<file path="config.mk">
export PLATFORM = sky130hd
export DESIGN_NAME = rob_top
export DESIGN_NICKNAME = d
export VERILOG_FILES = /design/src/rob_pkg.sv /design/src/rob_entry_array.sv /design/src/rob_queue_ctrl.sv /design/src/rob_retire.sv /design/src/rob_top.sv
export SDC_FILE = /design/constraint.sdc
export NUM_CORES = 1
export LEC_CHECK = 0
export BUFFER_PORTS_ARGS = -buffer_cell sky130_fd_sc_hd__buf_4
export CORE_UTILIZATION = 50
export DETAILED_ROUTE_END_ITERATION = 10
export PLACE_DENSITY = 0.71
export RECOVER_POWER = 50
export SLEW_MARGIN = 30
export SYNTH_ARGS = -nofsm -noshare
export SYNTH_HDL_FRONTEND = slang
export SYNTH_SLANG_ARGS = --single-unit
</file>
<file path="constraint.sdc">
create_clock -name clk -period 5.99 [get_ports clk]
set_clock_uncertainty 0.15 [all_clocks]
set_input_delay 1.198 -clock clk [delete_from_list [all_inputs] [get_ports clk]]
set_output_delay 1.198 -clock clk [all_outputs]
set_load 0.01 [all_outputs]
</file>
<file path="src/rob_pkg.sv">
package rob_pkg;

    // entry 0 is the null tag and never holds an instruction
    localparam int ROB_ENTRIES = 8;

    // entries a program can actually occupy
    localparam int ROB_USABLE = ROB_ENTRIES - 1;

    // tag indexes the full entry space including entry 0
    localparam int TAG_W = 3;

    // occupancy count has to reach ROB_USABLE
    localparam int CNT_W = 4;

    // lanes on the common data bus
    localparam int NUM_CDB = 2;

    // data path width of the rv32i core
    localparam int XLEN = 32;

    // instruction class field width
    localparam int CLASS_W = 2;

    // instruction classes as seen by the ROB
    // alu ops and loads write rd at commit
    localparam logic [CLASS_W-1:0] CLS_ALU = 2'd0;
    localparam logic [CLASS_W-1:0] CLS_LOAD = 2'd1;

    // store waits for the lsq before leaving the head
    localparam logic [CLASS_W-1:0] CLS_STORE = 2'd2;

    // branch value bit 0 set means redirect and flush
    localparam logic [CLASS_W-1:0] CLS_BRANCH = 2'd3;

endpackage

</file>
<file path="src/rob_entry_array.sv">
`timescale 1ns/1ns

module rob_entry_array import rob_pkg::*; (
    input  logic                            clk,
    input  logic                            arst_n_i,

    // dispatch write at the tail
    input  logic                            wr_en_i,
    input  logic [TAG_W-1:0]                wr_tag_i,
    input  logic [CLASS_W-1:0]              wr_class_i,
    input  logic [4:0]                      wr_rd_i,

    // common data bus, one slice per lane
    input  logic [NUM_CDB-1:0]              cdb_valid_i,
    input  logic [NUM_CDB-1:0][TAG_W-1:0]   cdb_tag_i,
    input  logic [NUM_CDB-1:0][XLEN-1:0]    cdb_value_i,
    input  logic [NUM_CDB-1:0][XLEN-1:0]    cdb_target_i,

    // retire side
    input  logic [TAG_W-1:0]                head_ptr_i,
    input  logic                            retire_head_i,
    input  logic                            flush_i,

    // head entry fields for the retire logic
    output logic                            head_busy_o,
    output logic                            head_done_o,
    output logic [CLASS_W-1:0]              head_class_o,
    output logic [4:0]                      head_rd_o,
    output logic [XLEN-1:0]                 head_value_o,
    output logic [XLEN-1:0]                 head_target_o
);

    // per-entry state flags
    logic [ROB_ENTRIES-1:0] busy_q;
    logic [ROB_ENTRIES-1:0] done_q;

    // per-entry payload
    logic [CLASS_W-1:0] class_q  [ROB_ENTRIES];
    logic [4:0]         rd_q     [ROB_ENTRIES];
    logic [XLEN-1:0]    value_q  [ROB_ENTRIES];
    logic [XLEN-1:0]    target_q [ROB_ENTRIES];

    // lane carries a result this ROB still waits for
    logic [NUM_CDB-1:0] cdb_hit;

    // tag match against occupied entries that are not done
    // tag 0, free entries and finished entries fall through
    always_comb begin
        for (int l = 0; l < NUM_CDB; l++) begin
            cdb_hit[l] = cdb_valid_i[l]
                      && (cdb_tag_i[l] != '0)
                      && busy_q[cdb_tag_i[l]]
                      && !done_q[cdb_tag_i[l]];
        end
    end

    // busy and done bookkeeping
    always_ff @(posedge clk or negedge arst_n_i) begin
        if (!arst_n_i) begin
            busy_q <= '0;
            done_q <= '0;
        end else if (flush_i) begin
            // every entry freed at once
            busy_q <= '0;
            done_q <= '0;
        end else begin
            // head leaves the buffer
            if (retire_head_i) begin
                busy_q[head_ptr_i] <= 1'b0;
                done_q[head_ptr_i] <= 1'b0;
            end
            // new entry starts out waiting for its result
            if (wr_en_i) begin
                busy_q[wr_tag_i] <= 1'b1;
                done_q[wr_tag_i] <= 1'b0;
            end
            // results arriving on the bus
            for (int l = 0; l < NUM_CDB; l++) begin
                if (cdb_hit[l]) begin
                    done_q[cdb_tag_i[l]] <= 1'b1;
                end
            end
        end
    end

    // payload storage
    always_ff @(posedge clk) begin
        if (wr_en_i) begin
            class_q[wr_tag_i] <= wr_class_i;
            rd_q[wr_tag_i]    <= wr_rd_i;
        end
        // value and target captured together
        for (int l = 0; l < NUM_CDB; l++) begin
            if (cdb_hit[l]) begin
                value_q[cdb_tag_i[l]]  <= cdb_value_i[l];
                target_q[cdb_tag_i[l]] <= cdb_target_i[l];
            end
        end
    end

    // head read port
    assign head_busy_o   = busy_q[head_ptr_i];
    assign head_done_o   = done_q[head_ptr_i];
    assign head_class_o  = class_q[head_ptr_i];
    assign head_rd_o     = rd_q[head_ptr_i];
    assign head_value_o  = value_q[head_ptr_i];
    assign head_target_o = target_q[head_ptr_i];

endmodule

</file>
<file path="src/rob_queue_ctrl.sv">
`timescale 1ns/1ns

module rob_queue_ctrl import rob_pkg::*; (
    input  logic             clk,
    input  logic             arst_n_i,

    // dispatch request from decoder
    input  logic             disp_valid_i,

    // head retires this cycle
    input  logic             retire_head_i,

    // redirect branch at the head clears the queue
    input  logic             flush_i,

    output logic [TAG_W-1:0] head_ptr_o,
    output logic [TAG_W-1:0] tail_ptr_o,
    output logic             disp_accept_o,
    output logic             full_o,
    output logic             empty_o,
    output logic [TAG_W-1:0] disp_tag_o
);

    logic [TAG_W-1:0] head_ptr_q;
    logic [TAG_W-1:0] tail_ptr_q;

    // number of occupied entries, 0 to ROB_USABLE
    logic [CNT_W-1:0] occ_cnt_q;

    // circular increment that skips reserved entry 0
    function automatic logic [TAG_W-1:0] next_ptr(input logic [TAG_W-1:0] ptr);
        logic [TAG_W-1:0] nxt;
        if (ptr == TAG_W'(ROB_ENTRIES - 1)) begin
            nxt = TAG_W'(1);
        end else begin
            nxt = ptr + 1'b1;
        end
        return nxt;
    endfunction

    // status straight from the count
    assign full_o  = (occ_cnt_q == CNT_W'(ROB_USABLE));
    assign empty_o = (occ_cnt_q == '0);

    // full is the only back-pressure
    // a dispatch racing a flush is dropped
    assign disp_accept_o = disp_valid_i && !full_o && !flush_i;

    assign head_ptr_o = head_ptr_q;
    assign tail_ptr_o = tail_ptr_q;

    // tag the next accepted dispatch will receive
    assign disp_tag_o = tail_ptr_q;

    // head pointer
    always_ff @(posedge clk or negedge arst_n_i) begin
        if (!arst_n_i) begin
            head_ptr_q <= TAG_W'(1);
        end else if (flush_i) begin
            head_ptr_q <= TAG_W'(1);
        end else if (retire_head_i) begin
            head_ptr_q <= next_ptr(head_ptr_q);
        end
    end

    // tail pointer
    always_ff @(posedge clk or negedge arst_n_i) begin
        if (!arst_n_i) begin
            tail_ptr_q <= TAG_W'(1);
        end else if (flush_i) begin
            tail_ptr_q <= TAG_W'(1);
        end else if (disp_accept_o) begin
            tail_ptr_q <= next_ptr(tail_ptr_q);
        end
    end

    // occupancy
    // dispatch and retire together leave the count alone
    always_ff @(posedge clk or negedge arst_n_i) begin
        if (!arst_n_i) begin
            occ_cnt_q <= '0;
        end else if (flush_i) begin
            occ_cnt_q <= '0;
        end else begin
            case ({disp_accept_o, retire_head_i})
                2'b10: occ_cnt_q <= occ_cnt_q + 1'b1;
                2'b01: occ_cnt_q <= occ_cnt_q - 1'b1;
                default: occ_cnt_q <= occ_cnt_q;
            endcase
        end
    end

endmodule

</file>
<file path="src/rob_retire.sv">
`timescale 1ns/1ns

module rob_retire import rob_pkg::*; (
    input  logic               clk,
    input  logic               arst_n_i,

    // head entry as seen in the array
    input  logic [TAG_W-1:0]   head_ptr_i,
    input  logic               head_busy_i,
    input  logic               head_done_i,
    input  logic [CLASS_W-1:0] head_class_i,
    input  logic [4:0]         head_rd_i,
    input  logic [XLEN-1:0]    head_value_i,
    input  logic [XLEN-1:0]    head_target_i,

    // pulse from the lsq once the head store is performed
    input  logic               store_done_i,

    output logic               retire_head_o,
    output logic               flush_o,
    output logic               head_is_store_o,

    // commit to regfile and reservation stations
    output logic               commit_valid_o,
    output logic [TAG_W-1:0]   commit_tag_o,
    output logic [4:0]         commit_rd_o,
    output logic [XLEN-1:0]    commit_value_o,

    // redirect to fetch
    output logic               redirect_o,
    output logic [XLEN-1:0]    redirect_pc_o
);

    // decode of the head entry
    logic head_writes_rd;
    logic head_is_branch;
    logic do_commit;
    logic do_store;
    logic do_branch;
    logic do_redirect;

    assign head_writes_rd = (head_class_i == CLS_ALU) || (head_class_i == CLS_LOAD);
    assign head_is_branch = (head_class_i == CLS_BRANCH);

    // lsq may only perform the store sitting at the head
    assign head_is_store_o = head_busy_i && (head_class_i == CLS_STORE);

    // alu op or load with its result back
    assign do_commit = head_busy_i && head_done_i && head_writes_rd;

    // store leaves on the lsq pulse, no commit
    assign do_store = head_is_store_o && store_done_i;

    // any resolved branch leaves the head
    assign do_branch = head_busy_i && head_done_i && head_is_branch;

    // bit 0 of a branch result asks for a redirect
    assign do_redirect = do_branch && head_value_i[0];

    assign retire_head_o = do_commit || do_store || do_branch;

    // flush clears every entry including the branch itself
    assign flush_o = do_redirect;

    // strobes, high for one cycle after the retire edge
    always_ff @(posedge clk or negedge arst_n_i) begin
        if (!arst_n_i) begin
            commit_valid_o <= 1'b0;
            redirect_o     <= 1'b0;
        end else begin
            commit_valid_o <= do_commit;
            redirect_o     <= do_redirect;
        end
    end

    // commit payload
    always_ff @(posedge clk) begin
        if (do_commit) begin
            commit_tag_o   <= head_ptr_i;
            commit_rd_o    <= head_rd_i;
            commit_value_o <= head_value_i;
        end
    end

    // redirect target
    always_ff @(posedge clk) begin
        if (do_redirect) begin
            redirect_pc_o <= head_target_i;
        end
    end

endmodule

</file>
<file path="src/rob_top.sv">
`timescale 1ns/1ns

module rob_top import rob_pkg::*; (
    input  logic                            clk,
    input  logic                            arst_n_i,

    // dispatch from decoder
    input  logic                            disp_valid_i,
    input  logic [CLASS_W-1:0]              disp_class_i,
    input  logic [4:0]                      disp_rd_i,
    output logic [TAG_W-1:0]                disp_tag_o,
    output logic                            full_o,
    output logic                            empty_o,

    // common data bus
    input  logic [NUM_CDB-1:0]              cdb_valid_i,
    input  logic [NUM_CDB-1:0][TAG_W-1:0]   cdb_tag_i,
    input  logic [NUM_CDB-1:0][XLEN-1:0]    cdb_value_i,
    input  logic [NUM_CDB-1:0][XLEN-1:0]    cdb_target_i,

    // load/store queue
    input  logic                            store_done_i,
    output logic                            head_is_store_o,
    output logic [TAG_W-1:0]                head_tag_o,

    // commit
    output logic                            commit_valid_o,
    output logic [TAG_W-1:0]                commit_tag_o,
    output logic [4:0]                      commit_rd_o,
    output logic [XLEN-1:0]                 commit_value_o,

    // fetch redirect
    output logic                            redirect_o,
    output logic [XLEN-1:0]                 redirect_pc_o
);

    // queue control to array
    logic [TAG_W-1:0]   head_ptr;
    logic [TAG_W-1:0]   tail_ptr;
    logic               disp_accept;

    // array to retire
    logic               head_busy;
    logic               head_done;
    logic [CLASS_W-1:0] head_class;
    logic [4:0]         head_rd;
    logic [XLEN-1:0]    head_value;
    logic [XLEN-1:0]    head_target;

    // retire back to the other two blocks
    logic               retire_head;
    logic               flush_req;

    // head entry tag for the lsq
    assign head_tag_o = head_ptr;

    rob_queue_ctrl queue_ctrl_i (
        .clk           (clk),
        .arst_n_i      (arst_n_i),
        .disp_valid_i  (disp_valid_i),
        .retire_head_i (retire_head),
        .flush_i       (flush_req),
        .head_ptr_o    (head_ptr),
        .tail_ptr_o    (tail_ptr),
        .disp_accept_o (disp_accept),
        .full_o        (full_o),
        .empty_o       (empty_o),
        .disp_tag_o    (disp_tag_o)
    );

    // dispatch lands at the tail slot
    rob_entry_array entry_array_i (
        .clk           (clk),
        .arst_n_i      (arst_n_i),
        .wr_en_i       (disp_accept),
        .wr_tag_i      (tail_ptr),
        .wr_class_i    (disp_class_i),
        .wr_rd_i       (disp_rd_i),
        .cdb_valid_i   (cdb_valid_i),
        .cdb_tag_i     (cdb_tag_i),
        .cdb_value_i   (cdb_value_i),
        .cdb_target_i  (cdb_target_i),
        .head_ptr_i    (head_ptr),
        .retire_head_i (retire_head),
        .flush_i       (flush_req),
        .head_busy_o   (head_busy),
        .head_done_o   (head_done),
        .head_class_o  (head_class),
        .head_rd_o     (head_rd),
        .head_value_o  (head_value),
        .head_target_o (head_target)
    );

    rob_retire retire_i (
        .clk             (clk),
        .arst_n_i        (arst_n_i),
        .head_ptr_i      (head_ptr),
        .head_busy_i     (head_busy),
        .head_done_i     (head_done),
        .head_class_i    (head_class),
        .head_rd_i       (head_rd),
        .head_value_i    (head_value),
        .head_target_i   (head_target),
        .store_done_i    (store_done_i),
        .retire_head_o   (retire_head),
        .flush_o         (flush_req),
        .head_is_store_o (head_is_store_o),
        .commit_valid_o  (commit_valid_o),
        .commit_tag_o    (commit_tag_o),
        .commit_rd_o     (commit_rd_o),
        .commit_value_o  (commit_value_o),
        .redirect_o      (redirect_o),
        .redirect_pc_o   (redirect_pc_o)
    );

endmodule

</file>
### Word level (Yosys, flattened, before mapping)

Memories as Yosys holds them, arrays and structs flattened. A register that Yosys moved wholly into a read port is not among the register bits.
Index checks and enable logic that the tools add are counted.

* add/subtract/negate cells: 4
* order comparisons: 8
* equal/unequal tests: 8
* multiplexer cells: 46
* bitwise gates (word level): 8
* reduce and logical (&&, ||, !) cells: 32

Operator list (number)
* two-way mux 8 bit: 12
* bitwise AND 8 bit: 3
* bitwise OR 8 bit: 3
* binary-select mux 1 bit (select 3 bit): 6
* logical AND 1 bit: 18
* two-way mux 3 bit: 6
* less-than comparator 3 x 4 -> 1 bit, second input constant: 4
* two-way mux 1 bit: 16
* inverter 8 bit: 2
* demux 1 bit (select 3 bit): 4
* >= comparator 3 x 1 -> 1 bit, second input constant: 4
* nonzero test 3 bit: 3
* case mux 4 bit (2 select lines): 1
* adder 3 x 1 -> 3 bit, second input constant: 2
* == test 2 bit, second input constant: 3
* == test 3 bit, second input constant: 2
* adder 4 x 1 -> 4 bit, second input constant: 1
* == test 2 x 1 -> 1 bit, second input constant: 2
* == test 4 x 3 -> 1 bit, second input constant: 1
* zero test 1 bit: 4
* zero test 4 bit: 1
* two-way mux 4 bit: 1
* nonzero test 2 bit: 2
* subtractor 4 x 1 -> 4 bit, second input constant: 1
* other kinds (2): 4

* register bits after elaboration: 63
* bits in writable memories: 568
* output and inout bits: 83
* memories: 4

Memories
* entry_array_i.target_q: depth 8, width 32, read ports 1, clocked after Yosys merged registers in 1, wr ports 2, line rob_entry_array.sv:41 `logic [XLEN-1:0] target_q [ROB_ENTRIES];`
* entry_array_i.value_q: depth 8, width 32, read ports 1, clocked after Yosys merged registers in 0, wr ports 2, line rob_entry_array.sv:40 `logic [XLEN-1:0] value_q [ROB_ENTRIES];`
* entry_array_i.rd_q: depth 8, width 5, read ports 1, clocked after Yosys merged registers in 1, wr ports 1, line rob_entry_array.sv:39 `logic [4:0] rd_q [ROB_ENTRIES];`
* entry_array_i.class_q: depth 8, width 2, read ports 1, clocked after Yosys merged registers in 0, wr ports 1, line rob_entry_array.sv:38 `logic [CLASS_W-1:0] class_q [ROB_ENTRIES];`

### Logic depth before layout (Yosys ltp)

Gate-level depths: netlist (run 1).

* depth in word-level cells: 17
* mapped depth: 18
* gate-level depth less buffers: 14

### By module

From an unflattened synthesis (run 1), not the netlist that was laid out.

* cell total of the unflattened synthesis: 1668
* area total of the unflattened synthesis: 30915.9 um^2

Modules (own cells, without submodules)
* rob_entry_array: instances 1, cells each 1515, area an instance 27948.1 um^2, seq. area each 17456.7 um^2
* rob_retire: instances 1, cells each 83, area an instance 2263.4 um^2, seq. area each 2212.1 um^2
* rob_queue_ctrl: instances 1, cells each 70, area an instance 704.4 um^2, seq. area each 252.7 um^2

### Least setup slack after synthesis (run 1)

OpenSTA, ideal clock, no wires.

* path type: input to register
* start point: input cdb_tag_i[1] (netlist name)
* end point: memory entry_array_i.target_q[6][0], enable pin
* library setup time: 0.579 ns
* arrival: 6.010 ns
* path slack: -0.750 ns
* stages: 3
* path through: nor2b_1 -> nand2_1 -> o21ai_0

RTL lines
* start: declaration: line rob_top.sv:17 `input logic [NUM_CDB-1:0][TAG_W-1:0] cdb_tag_i,`
* end: declaration: line rob_entry_array.sv:41

==> flow_metrics.py, run 1 <==
metrics = {
    "outcome": {
        "outcome": "complete, but fails checks",
        "violations": "max-capacitance violations, max-slew violations",
    },
    "synthesis": {
        "synth_area_sq_um": 29700,
        "synth_warnings": 0,
        "seq_area_frac_synth_pct": 67.0,
        "synthCells": 1860,
        "ys_ff_latch": 668,
        "synth_edf_count": 640,
        "ys.flop_type": "edfxtp_1",
        "postSynthAreaPerCell_sq_um": 16.0,
        "yosysUniqueCellTypes": 52,
        "synthArstFlopShare_pct": 4.19,
    },
    "pwr": {
        "clkPwrFrac_pct": 32.2,
        "combPwrFrac_pct": 23.9,
        "ir_drop_mv": 0.321,
        "power_density_nw_per_um2": 413,
        "p_int_mw": 9.75,
        "p_sw_mw": 4.34,
        "p_leak_nw": 11.3,
        "switching_share_pct": 30.8,
        "p_seq_share_pct": 43.8,
    },
    "place": {
        "gp_congestion": 0.862,
        "port_buffers": 229,
        "placed_cell_area_sq_um": 32400,
        "place_hpwl_microns": 43400,
    },
    "final_layout": {
        "final_util_pct": 57.9,
        "nFillCells": 4599,
        "area_growth_pct": 14.7,
        "layout.cells.most_common_list": "edfxtp_1, mux2_2, a22oi_1, clkbuf_1, buf_4",
        "drive_gt1_share_pct": 33.0,
        "fin_area_sq_um": 34100,
        "final_nets": 2230,
        "final_common_cell": "edfxtp_1",
    },
    "floorplan": {
        "core_region_area_sq_um": 58900,
        "die_width_microns": 246,
        "pin_count": 230,
        "row_count": 89,
        "initial_core_util_pct": 50.5,
        "dieArea_sq_um": 60400,
        "die_h_microns": 246,
    },
    "timing": {
        "tns_ps": 0,
        "fin_crit_ps": 4950,
        "clock.fmax_ghz": 0.202,
        "rsz0062_at_grt": "no",
        "finalSetupViolations": 0,
        "hold_viol": 0,
        "worstMarginPinSlew_ps": 3090,
        "finalCritPeriodShare_pct": 82.6,
        "slew_violations": 285,
        "maxSlewHeadroom_pct": -106,
    },
    "clock_tree": {
        "cts_tree": "yes",
        "post_cts_buffers": 0,
        "root_buffer": "clkbuf_16",
        "clkLatencyLatePin_ps": 620,
        "clkSlewWorstSetupHoldPaths_ps": 60,
        "cts-hold-fix-buffers": 0,
        "clock_path_buffers": 3,
        "cts_resized": 0,
        "htree_levels": 3,
        "cts_inserted_buffers": 71,
        "clock_sinks": 668,
    },
    "route": {
        "wire_per_inst_microns": 27.4,
        "routed_wl_microns": 79800,
        "num_vias": 17900,
        "drtIter0Drc": 1850,
        "first_pass_iters": 5,
        "ant_nets": 0,
        "drc": 0,
        "drt-vias-per-instance": 6.16,
    },
    "hold_path": {
        "min_path_type": "reg2reg",
    },
    "global_routing": {
        "grt_first_pass_wirelength_microns": 118000,
        "antenna_found_initial": 22,
        "grt_pass1_vias": 18300,
        "grt_overflow_total": 0,
        "grtUsageTotal_pct": 26.7,
        "grt_max_degree": 67,
    },
    "critical_path": {
        "endpoint_kind": "flip-flop",
        "criticalPathCategory": "in2reg",
        "cp_max_fo": 31,
        "cp.required_ps": 6200,
        "start_kind": "input pin",
        "crit_arrival_ps": 5150,
    },
    "job": {
        "cap_violations": 8,
    },
}
## cells in the mapped netlist, types with 7 or more instances
library cell    n  share of area (%)
dfrtp_1        26                2.2
inv_1           8               0.10
nand4_1        71                1.5
nor2b_1         8               0.17
o21ai_0         7               0.12
edfxtp_1      640                 65
nor2_1         24               0.30
buf_1          10               0.13
nor3_1          7               0.12
mux2_2        452                 17
nand2_1        31               0.39
buf_2          27               0.45
a22oi_1       273                6.9
ha_1            8               0.34
mux4_2         11               0.83
nand3_1        10               0.17
clkbuf_1      151                1.9
a21oi_1        22               0.37
## state kept, by name (all words and copies together), names as in the netlist
register / count
retire_i.redirect_pc_o: 32
entry_array_i.busy_q: 8
entry_array_i.done_q: 8
entry_array_i.target_q: 256
retire_i.commit_valid_o: 1
entry_array_i.class_q: 16
queue_ctrl_i.head_ptr_o: 3
queue_ctrl_i.disp_tag_o: 3
retire_i.commit_tag_o: 3
entry_array_i.rd_q: 40
entry_array_i.value_q: 256
retire_i.commit_value_o: 32
retire_i.commit_rd_o: 5
queue_ctrl_i.occ_cnt_q: 4
retire_i.redirect_o: 1
## final cells by class
| class | count | area, sq um | share of cell area, % |
|---|---|---|---|
| diodes | 8 | 20.0 | 0.0587 |
| clock buffers | 83 | 1860 | 5.47 |
| clock inverters | 43 | 504 | 1.48 |
| inverters | 8 | 31.3 | 0.0917 |
| multi-input cells | 1056 | 9310 | 27.3 |
| flip-flops and latches | 668 | 19900 | 58.4 |
| well taps | 773 | 967 | 2.84 |
| repair buffers | 270 | 1480 | 4.33 |
## cell families after synthesis
logic type                 Yosys count  synth area share [%]
xor gates and xnor gates             4                 0.118
buffers and inverters              199                  2.69
adders and majority gates            8                 0.337
muxes                              468                  18.1
DFF                                668                  67.0
other                                1                0.0126
and+or+nand+nor                    183                  3.50
AOI/OAI and AO/OA                  329                  8.18
## stage by stage
stage	cells	hold WS [ps]	power, mW	setup slack, ps
after floorplan	1923	369	8.30	985
after CTS	2900	330	14.3	1690
after detailed placement	2774	386	9.81	1420
after global routing	2908	424	14.6	824
after global placement	2773	384	9.72	1470
final	2909	396	14.1	1040
## path summary, 6_finish.rpt
path	start	end	slack, ps	depth (start not counted)
worst max register to register	entry_array_i.done_q[3]	entry_array_i.target_q[3][3]	1360	6
max in group asynchronous	arst_n_i	entry_array_i.done_q[3]	3910	1
worst max-delay path	cdb_tag_i[3]	entry_array_i.target_q[3][3]	1040	7
worst min-delay path	entry_array_i.target_q[7][31]	retire_i.redirect_pc_o[31]	400	2
min in group asynchronous	arst_n_i	queue_ctrl_i.occ_cnt_q[2]	830	1
worst min register to register	entry_array_i.target_q[7][31]	retire_i.redirect_pc_o[31]	400	2
## metal layers
layer,share of wire [%],wire (microns),track usage [%],vias up
li1,-,-,-,7849
met1,41,33000,36.1,9129
met2,48,38000,42.4,781
met3,8.6,6830,6.18,143
met4,2.3,1860,8.88,28
met5,0.21,167,0,-
## worst max-delay path, cell delays in order
cell and delay, ps:
buf_4 130, nor2_1 150, a2111oi_0 160, nand2_1 600, clkbuf_1 1330, clkbuf_2 1100, mux2_2 430
## power groups by stage
| stage | combinational (mW) | clock [mW] | sequential, mW |
|---|---|---|---|
| 4_1_cts | 3.56 | 4.58 | 6.18 |
| 2_1_floorplan | 2.07 | 0 | 6.23 |
| 5_1_grt | 3.62 | 4.77 | 6.22 |
| 3_5_place_dp | 3.54 | 0 | 6.27 |
| 6_report | 3.37 | 4.54 | 6.18 |
| 3_3_place_gp | 3.48 | 0 | 6.25 |
Note: power is estimated with default switching activity, not from simulation.
==> run 2: changes to the inputs <==
PLACE_DENSITY = 0.68   (was 0.71)
clock period = 4.8 ns   (was 5.99 ns; I/O delays follow)
==> run 2 against run 1 <==
  * Count of clock-buffer cells in the layout up 7
  * Clock power up 9.9%
  * The run still ends with max-capacitance violations, max-slew violations left
  * Largest power group unchanged
  * First-iteration DRC count up 3.4%
  * Utilization down 0.19 points
  * Power up 21%
  * Non-clock buffer count up 8
==> flow_metrics.py, run 2 (synthesis results as in run 1) <==
metrics = {
    "timing": {
        "finalCritPeriodShare_pct": 88.9,
        "worstMarginPinSlew_ps": 2600,
        "hold_viol": 0,
        "clock.fmax_ghz": 0.234,
        "maxSlewHeadroom_pct": -73.4,
        "finalSetupViolations": 0,
        "slew_violations": 432,
        "rsz0062_at_grt": "no",
        "fin_crit_ps": 4270,
        "tns_ps": 0,
    },
    "place": {
        "port_buffers": 229,
        "place_hpwl_microns": 44100,
        "gp_congestion": 0.883,
    },
    "floorplan": {
        "die_width_microns": 246,
        "core_region_area_sq_um": 58900,
        "dieArea_sq_um": 60400,
        "row_count": 89,
        "pin_count": 230,
        "initial_core_util_pct": 50.5,
        "die_h_microns": 246,
    },
    "pwr": {
        "ir_drop_mv": 0.409,
        "p_int_mw": 11.7,
        "switching_share_pct": 31.4,
        "p_leak_nw": 11.2,
        "combPwrFrac_pct": 25.3,
        "power_density_nw_per_um2": 500,
        "p_sw_mw": 5.33,
        "clkPwrFrac_pct": 29.4,
        "p_total_mw": 17.0,
        "p_seq_share_pct": 45.4,
    },
    "route": {
        "wire_per_inst_microns": 27.9,
        "num_vias": 18100,
        "drt-vias-per-instance": 6.22,
        "drtIter0Drc": 1912,
        "ant_nets": 0,
        "routed_wl_microns": 81000,
        "drc": 0,
        "first_pass_iters": 5,
    },
    "critical_path": {
        "criticalPathCategory": "in2reg",
        "cp.required_ps": 4830,
        "cp_max_fo": 33,
        "start_kind": "input pin",
        "endpoint_kind": "flip-flop",
        "crit_arrival_ps": 4300,
    },
    "clock_tree": {
        "clock_sinks": 668,
        "clock_path_buffers": 3,
        "cts-hold-fix-buffers": 0,
        "root_buffer": "clkbuf_16",
        "cts_inserted_buffers": 70,
        "clkSlewWorstSetupHoldPaths_ps": 60,
        "cts_resized": 0,
        "htree_levels": 3,
        "cts_tree": "yes",
        "clkLatencyLatePin_ps": 610,
        "post_cts_buffers": 0,
    },
    "job": {
        "cap_violations": 10,
    },
    "global_routing": {
        "grt_max_degree": 69,
        "grt_overflow_total": 0,
        "antenna_found_initial": 16,
        "grt_first_pass_wirelength_microns": 119000,
        "grtUsageTotal_pct": 26.9,
        "grt_pass1_vias": 18400,
    },
    "final_layout": {
        "layout.cells.most_common_list": "edfxtp_1, mux2_2, a22oi_1, clkbuf_1, buf_4",
        "nFillCells": 4652,
        "final_common_cell": "edfxtp_1",
        "final_nets": 2237,
        "final_util_pct": 57.7,
        "area_growth_pct": 14.3,
        "drive_gt1_share_pct": 33.0,
    },
    "outcome": {
        "violations": "max-capacitance violations, max-slew violations",
        "outcome": "complete, but fails checks",
    },
    "hold_path": {
        "min_path_type": "reg2reg",
    },
}
run 2: cell types whose count changed in the layout (fill, tap and decap cells not counted), moves of 2 or more:
cell,previous run,this run
buf_12,3,13
bufinv_16,11,1
clkbuf_1,167,172
clkbuf_16,73,71
clkinv_1,15,11
clkinv_2,13,9
clkinv_8,2,0
dfstp_1,2,0
dfstp_2,0,2
inv_6,1,6
nand2_1,30,28
nand2_4,1,3
run 2: final cells by class:
| type | instances | area, sq um | area share (%) |
|---|---|---|---|
| Sequential cell | 668 | 19900 | 58.6 |
| Multi-Input combinational cell | 1056 | 9330 | 27.5 |
| Clock buffer | 90 | 1850 | 5.44 |
| Timing Repair Buffer | 278 | 1690 | 4.97 |
| Tap cell | 773 | 967 | 2.85 |
| Clock inverter | 28 | 180 | 0.530 |
| Inverter | 8 | 31.3 | 0.0920 |
| Antenna cell | 7 | 17.5 | 0.0515 |
run 2: power by group through the flow:
stage,clock (mW),combinational (mW),sequential (mW)
6_report,4.99,4.30,7.71
5_1_grt,5.26,4.64,7.76
4_1_cts,5.05,4.52,7.70
3_5_place_dp,0,4.49,7.82
3_3_place_gp,0,4.42,7.80
2_1_floorplan,0,2.59,7.77
run 2: layer usage:
metal / global-route usage (%) / vias to the layer above / wire length [microns]
li1: - / 7850 / -
met1: 37.3 / 9337 / 34000
met2: 42.4 / 752 / 38500
met3: 5.28 / 141 / 6750
met4: 8.75 / 18 / 1640
met5: 0 / - / 103
run 2: worst paths after layout:
check,start,end,slack (ps),cells after the start
worst max register to register,entry_array_i.busy_q[4],entry_array_i.done_q[4],640,7
min in group asynchronous,arst_n_i,entry_array_i.done_q[5],590,1
worst min-delay path,entry_array_i.value_q[7][27],retire_i.commit_value_o[27],390,2
max in group asynchronous,arst_n_i,queue_ctrl_i.disp_tag_o[1],2980,1
worst max-delay path,cdb_tag_i[1],entry_array_i.target_q[6][22],530,5
worst min register to register,entry_array_i.value_q[7][27],retire_i.commit_value_o[27],390,2
run 2: critical path: stages:
cell            delay (ps)
clkbuf_1               270
nor2b_1                220
nand2_1                 80
o21ai_0               1030
dlymetal6s2s_1        1710
run 2: metrics by stage:
stage	area, sq um	hold slack, ps	instances	worst slack [ps]
2_1_floorplan	30000	369	1923	33.1
3_3_place_gp	32600	382	2779	862
3_5_place_dp	32600	387	2782	757
4_1_cts	34700	121	2900	751
5_1_grt	34000	428	2907	349
6_report	34000	392	2908	531
